$ cat src/verilog/bus_pkg.sv
package bus_pkg;

    ////////////////////////////////////////
    // CPU bus side
    ////////////////////////////////////////

    // Z80 style bus inputs, all strobes active low
    typedef struct packed {
        logic [15:0] address;
        logic        rd_n;
        logic        wr_n;
        logic        mreq_n;
        logic        iorq_n;
    } bus_req_t;

    // Decoded I/O port
    typedef enum logic [2:0] {
        port_none     = 3'd0,
        port_bank0    = 3'd1,   // $F0
        port_bank1    = 3'd2,   // $F1
        port_bank2    = 3'd3,   // $F2
        port_bank3    = 3'd4,   // $F3
        port_sysctrl  = 3'd5,   // $FB
        port_cassette = 3'd6,   // $FC
        port_printer  = 3'd7    // $FE
    } io_port_e;

    // Stored port bits and synchronised inputs
    typedef struct packed {
        logic dis_psgs;         // $FB bit 1
        logic dis_regs;         // $FB bit 0
        logic cassette_out;
        logic printer_out;
        logic cassette_in;
        logic printer_in;
    } port_status_t;

endpackage

$ cat src/verilog/map_pkg.sv
package map_pkg;

    ////////////////////////////////////////
    // Bank registers
    ////////////////////////////////////////

    localparam int NUM_BANKS = 4;

    typedef struct packed {
        logic       ro;         // Blocks writes to external memory
        logic       overlay;    // Maps system RAM at $3800-$3FFF
        logic [5:0] page;
    } bank_reg_t;

    // Power-up map: ROM page 0 with overlay, RAM 33, RAM 34, cart 19
    localparam logic [NUM_BANKS-1:0][7:0] BANK_RESET = {8'h13, 8'h22, 8'h21, 8'hC0};

    ////////////////////////////////////////
    // Page classification
    ////////////////////////////////////////

    typedef enum logic [2:0] {
        region_rom   = 3'd0,    // Pages 0-3
        region_cart  = 3'd1,    // Pages 16-19
        region_vram  = 3'd2,    // Page 20
        region_chram = 3'd3,    // Page 21
        region_ram   = 3'd4,    // Pages 32-63
        region_none  = 3'd5
    } mem_region_e;

    localparam logic [5:0] PAGE_VRAM    = 6'd20;
    localparam logic [5:0] PAGE_CHRAM   = 6'd21;

    // Address bits 13:11 of the system RAM window
    localparam logic [2:0] SYSRAM_BLOCK = 3'b111;

    // Register plus its decoded region
    typedef struct packed {
        bank_reg_t   bank;
        mem_region_e region;
    } slot_map_t;

endpackage

$ cat src/verilog/io_decoder.sv
`timescale 1ns/1ps

module io_decoder import bus_pkg::*; #(
    parameter int SYNC_STAGES = 3
) (
    input  logic         sysclk,
    input  logic         reset,
    input  bus_req_t     bus,
    input  logic [7:0]   d_in,
    input  logic         cassette_in,
    input  logic         printer_in,
    output logic         wr_strobe,
    output logic [7:0]   wr_data,
    output io_port_e     io_sel,
    output port_status_t status
);

    // Bit positions in the synchroniser word
    localparam int SYNC_RD  = 3;
    localparam int SYNC_WR  = 2;
    localparam int SYNC_CAS = 1;
    localparam int SYNC_PRN = 0;

    logic [SYNC_STAGES-1:0][3:0] sync_q;   // [0] is the newest sample
    logic                        dis_regs;
    logic                        dis_psgs;
    logic                        cassette_out;
    logic                        printer_out;

    ////////////////////////////////////////
    // Synchronisers and write strobe
    ////////////////////////////////////////

    always_ff @(posedge sysclk or posedge reset) begin
        if (reset) begin
            sync_q <= {SYNC_STAGES{4'b1100}};  // Strobes idle high
        end else begin
            sync_q <= {sync_q[SYNC_STAGES-2:0], bus.rd_n, bus.wr_n, cassette_in, printer_in};
        end
    end

    // Falling wr_n seen at the two oldest stages, ignored during a read
    assign wr_strobe = sync_q[SYNC_STAGES-1][SYNC_WR] && !sync_q[SYNC_STAGES-2][SYNC_WR] &&
                       sync_q[SYNC_STAGES-1][SYNC_RD];

    // Data is stable well before the strobe arrives
    always_ff @(posedge sysclk) begin
        if (!bus.wr_n) begin
            wr_data <= d_in;
        end
    end

    ////////////////////////////////////////
    // Port decode
    ////////////////////////////////////////

    always_comb begin
        io_sel = port_none;
        if (!bus.iorq_n) begin
            case (bus.address[7:0])
                8'hF0:   if (!dis_regs) io_sel = port_bank0;
                8'hF1:   if (!dis_regs) io_sel = port_bank1;
                8'hF2:   if (!dis_regs) io_sel = port_bank2;
                8'hF3:   if (!dis_regs) io_sel = port_bank3;
                8'hFB:   io_sel = port_sysctrl;
                8'hFC:   io_sel = port_cassette;
                8'hFE:   io_sel = port_printer;
                default: io_sel = port_none;
            endcase
        end
    end

    // $FB, $FC and $FE
    always_ff @(posedge sysclk or posedge reset) begin
        if (reset) begin
            dis_regs     <= 1'b0;
            dis_psgs     <= 1'b0;
            cassette_out <= 1'b0;
            printer_out  <= 1'b0;
        end else if (wr_strobe) begin
            if (io_sel == port_sysctrl)  {dis_psgs, dis_regs} <= wr_data[1:0];
            if (io_sel == port_cassette) cassette_out <= wr_data[0];
            if (io_sel == port_printer)  printer_out <= wr_data[0];
        end
    end

    assign status.dis_psgs     = dis_psgs;
    assign status.dis_regs     = dis_regs;
    assign status.cassette_out = cassette_out;
    assign status.printer_out  = printer_out;
    assign status.cassette_in  = sync_q[SYNC_STAGES-1][SYNC_CAS];
    assign status.printer_in   = sync_q[SYNC_STAGES-1][SYNC_PRN];

endmodule

$ cat src/verilog/bank_slot.sv
`timescale 1ns/1ps

module bank_slot import bus_pkg::*, map_pkg::*; #(
    parameter int SLOT_INDEX = 0
) (
    input  logic       sysclk,
    input  logic       reset,
    input  io_port_e   io_sel,
    input  logic       wr_strobe,
    input  logic [7:0] wr_data,
    output slot_map_t  slot_map
);

    // Bank ports are consecutive, starting at port_bank0
    localparam io_port_e OWN_PORT = io_port_e'(int'(port_bank0) + SLOT_INDEX);

    bank_reg_t   bank_q;
    mem_region_e region;

    always_ff @(posedge sysclk or posedge reset) begin
        if (reset) begin
            bank_q <= bank_reg_t'(BANK_RESET[SLOT_INDEX]);
        end else if (wr_strobe && io_sel == OWN_PORT) begin
            bank_q <= bank_reg_t'(wr_data);
        end
    end

    ////////////////////////////////////////
    // Page to region
    ////////////////////////////////////////

    always_comb begin
        if (bank_q.page <= 6'd3) begin
            region = region_rom;
        end else if (bank_q.page[5]) begin
            region = region_ram;                    // 32-63
        end else if (bank_q.page[5:2] == 4'b0100) begin
            region = region_cart;                   // 16-19
        end else if (bank_q.page == PAGE_VRAM) begin
            region = region_vram;
        end else if (bank_q.page == PAGE_CHRAM) begin
            region = region_chram;
        end else begin
            region = region_none;
        end
    end

    assign slot_map.bank   = bank_q;
    assign slot_map.region = region;

endmodule

$ cat src/verilog/mem_mapper.sv
`timescale 1ns/1ps

module mem_mapper import bus_pkg::*, map_pkg::*; (
    input  bus_req_t                    bus,
    input  io_port_e                    io_sel,
    input  port_status_t                status,
    input  slot_map_t [NUM_BANKS-1:0]   slots,
    output logic                        ram_ce_n,
    output logic                        cart_ce_n,
    output logic                        ram_we_n,
    output logic [4:0]                  ba,
    output logic [7:0]                  d_out,
    output logic                        d_oe
);

    slot_map_t act;            // Slot for the current 16K window
    logic      mem_cycle;
    logic      sel_sysram;
    logic      write_ok;
    logic      sel_ram;
    logic      sel_cart;

    ////////////////////////////////////////
    // Memory map
    ////////////////////////////////////////

    assign act       = slots[bus.address[15:14]];
    assign mem_cycle = !bus.mreq_n;

    // Fixed system RAM window, page 32 of the external RAM
    assign sel_sysram = mem_cycle && act.bank.overlay && bus.address[13:11] == SYSRAM_BLOCK;

    // Read-only pages get no chip select on a write
    assign write_ok = bus.wr_n || !act.bank.ro;

    // ROM, VRAM and CHRAM pages are internal and select nothing outside
    assign sel_ram  = sel_sysram || (mem_cycle && write_ok && act.region == region_ram);
    assign sel_cart = mem_cycle && !sel_sysram && write_ok && act.region == region_cart;

    assign ram_ce_n  = !sel_ram;
    assign cart_ce_n = !sel_cart;
    assign ram_we_n  = !(!bus.wr_n && (sel_sysram || (sel_ram && !act.bank.ro)));
    assign ba        = sel_sysram ? 5'd0 : act.bank.page[4:0];

    ////////////////////////////////////////
    // I/O read-back
    ////////////////////////////////////////

    always_comb begin
        d_out = 8'h00;
        case (io_sel)
            port_bank0:    d_out = slots[0].bank;
            port_bank1:    d_out = slots[1].bank;
            port_bank2:    d_out = slots[2].bank;
            port_bank3:    d_out = slots[3].bank;
            port_sysctrl:  d_out = {6'b0, status.dis_psgs, status.dis_regs};
            port_cassette: d_out = {7'b0, !status.cassette_in};   // Input is inverted
            port_printer:  d_out = {7'b0, status.printer_in};
            default:       d_out = 8'h00;
        endcase
    end

    assign d_oe = !bus.iorq_n && !bus.rd_n && io_sel != port_none;

endmodule

$ cat src/verilog/bank_top.sv
`timescale 1ns/1ps

module bank_top import bus_pkg::*, map_pkg::*; #(
    parameter int SYNC_STAGES = 3
) (
    input  logic       sysclk,
    input  logic       reset,

    // CPU bus
    input  bus_req_t   bus,
    input  logic [7:0] d_in,
    output logic [7:0] d_out,
    output logic       d_oe,

    // External memory
    output logic       ram_ce_n,
    output logic       cart_ce_n,
    output logic       ram_we_n,
    output logic [4:0] ba,

    // Cassette and printer
    input  logic       cassette_in,
    input  logic       printer_in,
    output logic       cassette_out,
    output logic       printer_out
);

    logic                        wr_strobe;
    logic [7:0]                  wr_data;
    io_port_e                    io_sel;
    port_status_t                status;
    slot_map_t [NUM_BANKS-1:0]   slot_maps;

    io_decoder #(
        .SYNC_STAGES (SYNC_STAGES)
    ) u_io_decoder (
        .sysclk      (sysclk),
        .reset       (reset),
        .bus         (bus),
        .d_in        (d_in),
        .cassette_in (cassette_in),
        .printer_in  (printer_in),
        .wr_strobe   (wr_strobe),
        .wr_data     (wr_data),
        .io_sel      (io_sel),
        .status      (status)
    );

    ////////////////////////////////////////
    // Bank registers $F0-$F3
    ////////////////////////////////////////

    for (genvar i = 0; i < NUM_BANKS; i++) begin : g_slot
        bank_slot #(
            .SLOT_INDEX (i)
        ) u_bank_slot (
            .sysclk    (sysclk),
            .reset     (reset),
            .io_sel    (io_sel),
            .wr_strobe (wr_strobe),
            .wr_data   (wr_data),
            .slot_map  (slot_maps[i])
        );
    end

    mem_mapper u_mem_mapper (
        .bus       (bus),
        .io_sel    (io_sel),
        .status    (status),
        .slots     (slot_maps),
        .ram_ce_n  (ram_ce_n),
        .cart_ce_n (cart_ce_n),
        .ram_we_n  (ram_we_n),
        .ba        (ba),
        .d_out     (d_out),
        .d_oe      (d_oe)
    );

    assign cassette_out = status.cassette_out;
    assign printer_out  = status.printer_out;

endmodule

$ cat config.mk
export PLATFORM = sky130hd
export DESIGN_NAME = bank_top
export DESIGN_NICKNAME = d
export VERILOG_FILES = /design/src/verilog/bus_pkg.sv /design/src/verilog/map_pkg.sv /design/src/verilog/io_decoder.sv /design/src/verilog/bank_slot.sv /design/src/verilog/mem_mapper.sv /design/src/verilog/bank_top.sv
export SDC_FILE = /design/constraint.sdc
export NUM_CORES = 1
export LEC_CHECK = 0
export CORE_ASPECT_RATIO = 2
export CORE_MARGIN = 3
export CORE_UTILIZATION = 60
export DETAILED_ROUTE_END_ITERATION = 16
export DONT_BUFFER_PORTS = 1
export HOLD_SLACK_MARGIN = 0.1
export PLACE_DENSITY = 0.87
export SLEW_MARGIN = 10
export SYNTH_ARGS = -nofsm -noshare
export SYNTH_HDL_FRONTEND = slang
export SYNTH_HIERARCHICAL = 1
export SYNTH_SLANG_ARGS = --single-unit
$ cat constraint.sdc
create_clock -name sysclk -period 2.6 [get_ports sysclk]
set_input_delay 0.13 -clock sysclk [delete_from_list [all_inputs] [get_ports sysclk]]
set_output_delay 0.13 -clock sysclk [all_outputs]
set_load 0.03 [all_outputs]
== Word level (Yosys, flattened, before mapping) ==
Cells that the tools add are included.

* Order comparisons: 5
* Equal/unequal tests: 29
* Mux-type cells: 30
* Reductions and logical operators: 35

{| class="wikitable"
|+ Operators with widths
! cell !! count
|-
| $mux 3 || 22
|-
| $eq 8x8->1 const B || 7
|-
| $pmux 8 s7 || 1
|-
| $eq 6x5->1 const B || 8
|-
| $le 6x2->1 const B || 4
|-
| $bmux 11 s2 || 1
|-
| $pmux 3 s7 || 1
|-
| $eq 3x3->1 const B || 6
|-
| $logic_and 1x1->1 || 17
|-
| $eq 4x3->1 const B || 4
|-
| $logic_not 1->1 || 11
|-
| $mux 11 || 1
|-
| $eq 3x1->1 const B || 2
|-
| $eq 3x2->1 const B || 2
|-
| $reduce_and 2->1 || 3
|-
| $mux 5 || 1
|-
| $mux 2 || 2
|-
| $logic_or 1x1->1 || 3
|-
| $lt 2x3->1 const B || 1
|-
| $reduce_bool 3->1 || 1
|-
| $mux 1 || 1
|}

* Register bits after elaboration: 56
* Output and inout bits: 19
* Logic and storage cells: 119

== Longest topological paths before layout ==
Gate-level depths: netlist (run 1).

* Depth after elaboration: 17
* Depth in mapped cells: 8

== Cells and area by module ==
Netlist (run 1), hierarchy kept.

{| class="wikitable"
|+ By module, submodules not included
! module !! instances !! cells an instance !! area an instance (sq um) !! seq. area each (sq um)
|-
| io_decoder || 1 || 56 || 889.6 || 648.1
|-
| bank_slot at g_slot[0].u_bank_slot ... || 2 || 26 || 400.4 || 202.7
|-
| mem_mapper || 1 || 80 || 688.2 || 0.0
|-
| bank_slot at g_slot[3].u_bank_slot || 1 || 26 || 401.6 || 203.9
|-
| bank_slot at g_slot[2].u_bank_slot || 1 || 25 || 370.4 || 202.7
|}

== Worst setup path before layout (run 1) ==
Ideal clock, no wire load.

* Path type: register -> output
* Start point: reg u_io_decoder.dis_regs
* End point: out d_out[1]
* Data arrival time: 2822 ps
* Data required time: 2470 ps
* Setup slack: -352 ps
* Cell stages (with the launch flop): 8
* Buffers on the path: 2
* Cell sequence: dfrtp_1 -> or4_1 -> o211a_1 -> nor2_1 -> clkbuf_1 -> buf_1 -> mux2i_1 -> o21ai_0

* Cells in the longest elaborated chain, start to end: 5
* Elaborated cells between the ends (all ways): 14
* Classes of those cells: eq/ne (7); mux (7)

{| class="wikitable"
|+ RTL lines
! element !! line !! RTL
|-
| start, declared || io_decoder.sv:25 || <nowiki>logic dis_regs;</nowiki>
|-
| start signal, assigned || io_decoder.sv:81 || <nowiki>if (io_sel == port_sysctrl) {dis_psgs, dis_regs} <= wr_data[1:0];</nowiki>
|-
| $mux 2 or $mux 1 (tied branches) || io_decoder.sv:63, io_decoder.sv:61 ||
|-
| $pmux 3 s7 (*) || io_decoder.sv:60 || <nowiki>case (bus.address[7:0])</nowiki>
|-
| $mux 3 (*) || io_decoder.sv:59 || <nowiki>if (!bus.iorq_n) begin</nowiki>
|-
| named net io_sel[0] || bank_top.sv:30 || <nowiki>io_port_e io_sel;</nowiki>
|-
| $eq 3x3->1, or another cell as far along || mem_mapper.sv:51 || <nowiki>case (io_sel)</nowiki>
|-
| $pmux 8 s7 (*) || mem_mapper.sv:51 ||
|-
| end, declared || bank_top.sv:12 || <nowiki>output logic [7:0] d_out,</nowiki>
|}

Mark *: on every way through the listed nets, which the timed path passes. The rest lies on a longest branch.

==> results.sh, run 1 <==
export IMPL_seq_area_um2=1470
export IMPL_routed_wl_um=7990
export IMPL_worst_setup_path_end_kind="primary output"
export IMPL_clk_latency_ns=0.31
export IMPL_antennaDiodeCount=0
export IMPL_worst_slew_pin_slew_ns=0.590
export IMPL_synth_edff_count=8
export IMPL_core_area_um2=4950
export IMPL_cts_buffers=5
export IMPL_syn_area_um2=3150
export IMPL_ys_top_cells_by_area="dfrtp_1 26%, dfstp_2 13%, mux2_4 12%"
export IMPL_ys_warnings_count=6
export IMPL_async_flop_share=0.857
export IMPL_cap_violations=0
export IMPL_worst_endpoint_arrival_ns=2.40
export IMPL_detailed_place_hpwl_um=5570
export IMPL_grt_max_degree=20
export IMPL_syn2layout_area_growth_pct=19.1
export IMPL_ir_drop_mv=0.558
export IMPL_rows=36
export IMPL_numPlacedInstances=296
export IMPL_grt_pass1_wl_um=12600
export IMPL_r2r_cells=6
export IMPL_p_per_area_nw_per_um2=421
export IMPL_use_met1=0.307
export IMPL_ys_seq_area_frac=0.463
export IMPL_drc=0
export IMPL_firstDrtPassIters=7
export IMPL_min_period_ns=2.53
export IMPL_antenna_found_initial=0
export IMPL_place_gp_congestion=0.912
export IMPL_port_buffers=0
export IMPL_fin_util=0.758
export IMPL_clk_path_buf_depth=2
export IMPL_drive_gt1_frac=0.454
export IMPL_rsz0062_at_grt="true"
export IMPL_htree_num_levels=2
export IMPL_synth_top_area_cell="dfrtp_1"
export IMPL_synthTopCellsByCount="33 x dfrtp_1, 26 x mux2_4, 15 x dfstp_2"
export IMPL_synth_nets=271
export IMPL_ant_nets=0
export IMPL_skew_ns=0.0124
export IMPL_yosysUniqueCellTypes=45
export IMPL_vias=2244
export IMPL_multiInputGateArea_um2=1660
export IMPL_cts_tree="built"
export IMPL_fillers=294
export IMPL_yosys_register_bits=56
export IMPL_timing_critical_path_fanout_max=7
export IMPL_drtIter0Drc=117
export IMPL_yosysMostFrequentCell="dfrtp_1"
export IMPL_start_util=0.636
export IMPL_wl_per_cell_um=24.5
export IMPL_min_path_cells=1
export IMPL_maxSlewViolCount=0
export IMPL_hold_path_class="input port to register"
export IMPL_top_usage_layer="met2"
export IMPL_die_area_um2=6210
export IMPL_cts_sinks=56
export IMPL_p_total_mw=1.58
export IMPL_synthCells=239
export IMPL_status="complete, no violations"
export IMPL_ctsRootBufferMaster="clkbuf_8"
export IMPL_stdcell_count=326
export IMPL_fin_nets=300
export IMPL_post_route_period_util=0.975
export IMPL_ios=51
export IMPL_met2_usage=0.468
export IMPL_hold_viol=0
export IMPL_worstPathRequired_ns=2.47
export IMPL_die_width_um=57.2
export IMPL_slew_headroom=0.606
export IMPL_setup_viol=0
export IMPL_via_per_inst=6.88
export IMPL_clkTransAtPathRegs_ns=0.11
export IMPL_syn_avg_cell_area_um2=13.2
export IMPL_worst_setup_path_start_kind="register"
export IMPL_max_freq_ghz=0.395
export IMPL_grt_pass1_vias=2405
export IMPL_gr_usage_met3=0.0346
export IMPL_die_height_um=108
export IMPL_p_leak_nw=1.56
export IMPL_netlist_area_leader_share=0.262
export IMPL_grt_usage=0.274
export IMPL_grt_overflow_total=0
export IMPL_path_class="register to primary output"
export IMPL_synth_ff_type="dfrtp_1"
==> where the power goes <==
| group | internal [mW] | switching (mW) | total (mW) |
|---|---|---|---|
| Sequential | 0.927 | 0.0406 | 0.968 |
| Clock | 0.197 | 0.286 | 0.483 |
| Combinational | 0.0702 | 0.0589 | 0.129 |
==> logic make-up after synthesis <==
group	synth area share
XOR/XNOR	0.00278
AND/OR/NAND/NOR	0.143
multiplexers	0.264
AO/OA/AOI/OAI	0.0727
buffers and inverters	0.0544
flip-flops	0.463
==> final cells by class <==
| cell class | count | share of cell area |
|---|---|---|
| multi-input combinational | 152 | 0.442 |
| sequential | 56 | 0.391 |
| timing repair buffer | 39 | 0.109 |
| tap | 57 | 0.0190 |
| clock buffer | 5 | 0.0183 |
| inverter | 14 | 0.0140 |
| clock inverter | 3 | 0.00700 |
==> worst paths after layout <==
kind	startpoint	to	slack [ns]
max in group asynchronous	reset	u_io_decoder/dis_psgs	1.76
max	g_slot[2].u_bank_slot/slot_map[5]	ram_we_n	0.07
min in group asynchronous	reset	g_slot[1].u_bank_slot/slot_map[10]	0.32
min reg2reg	u_io_decoder/sync_q[0]	u_io_decoder/sync_q[4]	0.36
min	bus[2]	u_io_decoder/wr_data[3]	0.14
max reg2reg	u_io_decoder/dis_regs	g_slot[3].u_bank_slot/slot_map[6]	0.09
==> repair_timing <==
item	4_1_cts	5_1_grt
gates cloned	1	0
setup buffers	5	2
resized for setup	7	20
setup endpoints to repair	9	10
hold endpoints to repair	55	0
hold buffers	14	0
pin swaps	3	5
==> cells in the final DEF (no fill, tap or decap), types with 3 or more instances in the layout <==
cell type and instances:
mux2i_1 14, clkbuf_8 5, a211o_1 5, nor4b_1 3, mux4_2 6, a211oi_1 4
a22oi_1 7, buf_6 5, buf_4 16, mux2_4 26, edfxtp_1 8, inv_1 14
dfrtp_1 28, nand3b_1 5, a21oi_1 4, mux2_2 10, nor3_1 6, buf_12 3
dfrtp_2 5, nor2b_1 8, dlygate4sd3_1 14, and4bb_1 3, dfstp_2 15, nor2_1 4
o22ai_2 6, nand2b_1 6
==> through the flow <==
step | TNS (ns) | setup WS (ns) | instance area (um2) | hold WS, ns
floorplan | 0 | 0.105 | 3200 | -0.0565
global placement | 0 | 0.238 | 3320 | -0.0315
detailed placement | 0 | 0.201 | 3320 | -0.0214
CTS | 0 | 0.00736 | 3650 | 0.150
global route | -0.0413 | -0.0390 | 3750 | 0.162
finish | 0 | 0.0653 | 3750 | 0.144
==> sequential cells by signal, indices dropped and copies added (netlist names) <==
signal and cells:
u_io_decoder/sync_q 10, u_io_decoder/cassette_out 1, u_io_decoder/dis_regs 1, u_io_decoder/printer_out 1
u_io_decoder/wr_data 8, g_slot.u_bank_slot/slot_map 32, u_io_decoder/status 2, u_io_decoder/dis_psgs 1
==> routing by layer <==
metal | vias up | wire length [um]
met4 | 0 | 668
met5 | - | 0
met1 | 1110 | 2650
met3 | 41 | 516
met2 | 139 | 4150
li1 | 954 | -
==> critical path: stages (launching register included) <==
cell,delay (ns)
dfrtp_1,0.50
nor4bb_1,0.32
a211oi_1,0.13
mux4_1,0.51
nand2b_1,0.20
nor4_4,0.17
a21oi_1,0.10
buf_4,0.18
Note: power is estimated with default switching activity, not from simulation.
==> run 2: changes to the inputs <==
--- a/config.mk
+++ b/config.mk
@@ -7,11 +7,11 @@
 export LEC_CHECK = 0
 export CORE_ASPECT_RATIO = 2
 export CORE_MARGIN = 3
-export CORE_UTILIZATION = 60
+export CORE_UTILIZATION = 50
 export DETAILED_ROUTE_END_ITERATION = 16
 export DONT_BUFFER_PORTS = 1
 export HOLD_SLACK_MARGIN = 0.1
-export PLACE_DENSITY = 0.87
+export PLACE_DENSITY = 0.76
 export SLEW_MARGIN = 10
 export SYNTH_ARGS = -nofsm -noshare
 export SYNTH_HDL_FRONTEND = slang
==> constraint.sdc (replaced) <==
create_clock -name sysclk -period 2.6 [get_ports sysclk]
set_input_delay 0.13 -clock sysclk [delete_from_list [all_inputs] [get_ports sysclk]]
set_output_delay 0.13 -clock sysclk [all_outputs]
set_load 0.01 [all_outputs]
==> results.sh, run 2 (synthesis results as in run 1) <==
export IMPL_seq_area_um2=1460
export IMPL_skew_ns=0.00497
export IMPL_worstPathRequired_ns=2.47
export IMPL_timing_critical_path_fanout_max=6
export IMPL_slew_headroom=0.621
export IMPL_ir_drop_mv=0.458
export IMPL_ctsRootBufferMaster="clkbuf_16"
export IMPL_start_util=0.520
export IMPL_min_period_ns=2.53
export IMPL_die_area_um2=7350
export IMPL_path_cells="or4_4 -> o211a_4 -> nor2_4 -> buf_6 -> nor2b_1 -> buf_4 -> a22oi_1 -> o22ai_1 -> buf_4"
export IMPL_antennaDiodeCount=0
export IMPL_slowest_stage="or4_4"
export IMPL_grt_overflow_total=0
export IMPL_cts_buffers=5
export IMPL_port_buffers=0
export IMPL_grt_pass1_vias=2129
export IMPL_hold_viol=0
export IMPL_path_class="register to primary output"
export IMPL_die_width_um=62.1
export IMPL_place_ws_ns=0.179
export IMPL_path_common_cell="buf_4"
export IMPL_hold_path_class="input port to register"
export IMPL_syn2layout_area_growth_pct=16.4
export IMPL_reg2reg_from="u_io_decoder/dis_regs"
export IMPL_fin_nets=299
export IMPL_routed_wl_um=7470
export IMPL_wl_per_cell_um=21.3
export IMPL_clk_latency_ns=0.29
export IMPL_p_leak_nw=1.56
export IMPL_cp_num_buf_inv=3
export IMPL_antenna_found_initial=0
export IMPL_fillers=469
export IMPL_max_stage_delay_ns=0.55
export IMPL_grt_usage=0.208
export IMPL_htree_num_levels=2
export IMPL_fin_util=0.606
export IMPL_place_gp_congestion=0.944
export IMPL_ios=51
export IMPL_firstDrtPassIters=4
export IMPL_p_per_area_nw_per_um2=481
export IMPL_max_freq_ghz=0.395
export IMPL_largest_reg_flops=32
export IMPL_worst_slew_pin_slew_ns=0.569
export IMPL_post_route_period_util=0.974
export IMPL_clk_path_buf_depth=2
export IMPL_worst_setup_path_end_kind="primary output"
export IMPL_worst_endpoint_arrival_ns=2.40
export IMPL_rows=40
export IMPL_core_area_um2=6060
export IMPL_worst_setup_path_start_kind="register"
export IMPL_grt_max_degree=19
export IMPL_status="complete, no violations"
export IMPL_vias=2121
export IMPL_setup_ws_ns=0.0675
export IMPL_crit_end="d_out[6]"
export IMPL_r2r_cells=6
export IMPL_die_height_um=118
export IMPL_r2r_slack_ns=0.18
export IMPL_drc=0
export IMPL_detailed_place_hpwl_um=5490
export IMPL_clkTransAtPathRegs_ns=0.06
export IMPL_via_per_inst=6.04
export IMPL_layout_common_cells="32 x dfrtp_1, 26 x mux2_4, 23 x buf_4"
export IMPL_cap_violations=0
export IMPL_cp_depth=9
export IMPL_ant_nets=0
export IMPL_drive_gt1_frac=0.390
export IMPL_r2r_end="g_slot[0].u_bank_slot/slot_map[7]"
export IMPL_setup_viol=0
export IMPL_maxSlewViolCount=0
export IMPL_critical_path_top_delay_family="simple AND/OR/NAND/NOR gates"
export IMPL_crit_path_start="u_io_decoder/dis_regs"
export IMPL_multiInputGateArea_um2=1570
export IMPL_cts_tree="built"
export IMPL_layout_commonest_cell="dfrtp_1"
export IMPL_cts_sinks=56
export IMPL_grt_pass1_wl_um=11600
export IMPL_drtIter0Drc=117
[run 2: cell type report]
cell class	count	area share
multi-input combinational	152	0.428
sequential	56	0.398
timing repair buffer	38	0.0887
clock buffer	7	0.0416
tap	84	0.0287
inverter	14	0.0143
[run 2: how the worst min path moves through the flow]
| stage | startpoint | end | slack, ns | cells after the start |
|---|---|---|---|---|
| 2_1_floorplan | reset | g_slot[3].u_bank_slot/slot_map[10] | -0.06 | 1 |
| 5_1_grt | bus[0] | u_io_decoder/cassette_out | 0.15 | 3 |
| 3_5_place_dp | reset | g_slot[1].u_bank_slot/slot_map[10] | -0.02 | 1 |
| 3_3_place_gp | reset | g_slot[1].u_bank_slot/slot_map[10] | -0.03 | 1 |
| 6_report | bus[0] | u_io_decoder/cassette_out | 0.13 | 3 |
| 4_1_cts | bus[0] | u_io_decoder/cassette_out | 0.13 | 3 |
[run 2: tightest hold or removal path, stage by stage]
cell,delay (ns)
nor4_1,0.04
nand2_1,0.07
mux2_2,0.14
[run 2: what timing repair did]
item | 4_1_cts | 5_1_grt
endpoints found under the setup margin | 8 | 10
gates resized for setup | 3 | 10
hold buffers | 13 | 0
setup buffers | 0 | 11
endpoints found under the hold margin | 54 | 0
pin swaps | 1 | 2
[run 2: metrics by stage]
step	hold WS (ns)	setup TNS [ns]	instances	cell area, um2	power (mW)
after floorplan	-0.0565	0	239	3150	1.05
after CTS	0.127	0	340	3530	1.77
after detailed placement	-0.0155	0	320	3240	1.07
after global routing	0.154	-0.0193	351	3670	1.82
final	0.132	0	351	3670	1.76
after global placement	-0.0279	0	320	3240	1.07
[run 2: power by group]
group	internal (mW)	leakage, nW	switching, mW	total, mW
Combinational	0.0666	0.804	0.0507	0.117
Clock	0.404	0.0760	0.277	0.681
Sequential	0.928	0.678	0.0380	0.966
[run 2: routing by layer]
metal / up-vias / routed length (um) / GRT usage
li1: 947 / - / -
met2: 116 / 4010 / 0.386
met1: 1034 / 2630 / 0.230
met3: 24 / 475 / 0.0333
met5: - / 0 / 0
met4: 0 / 354 / 0.0886
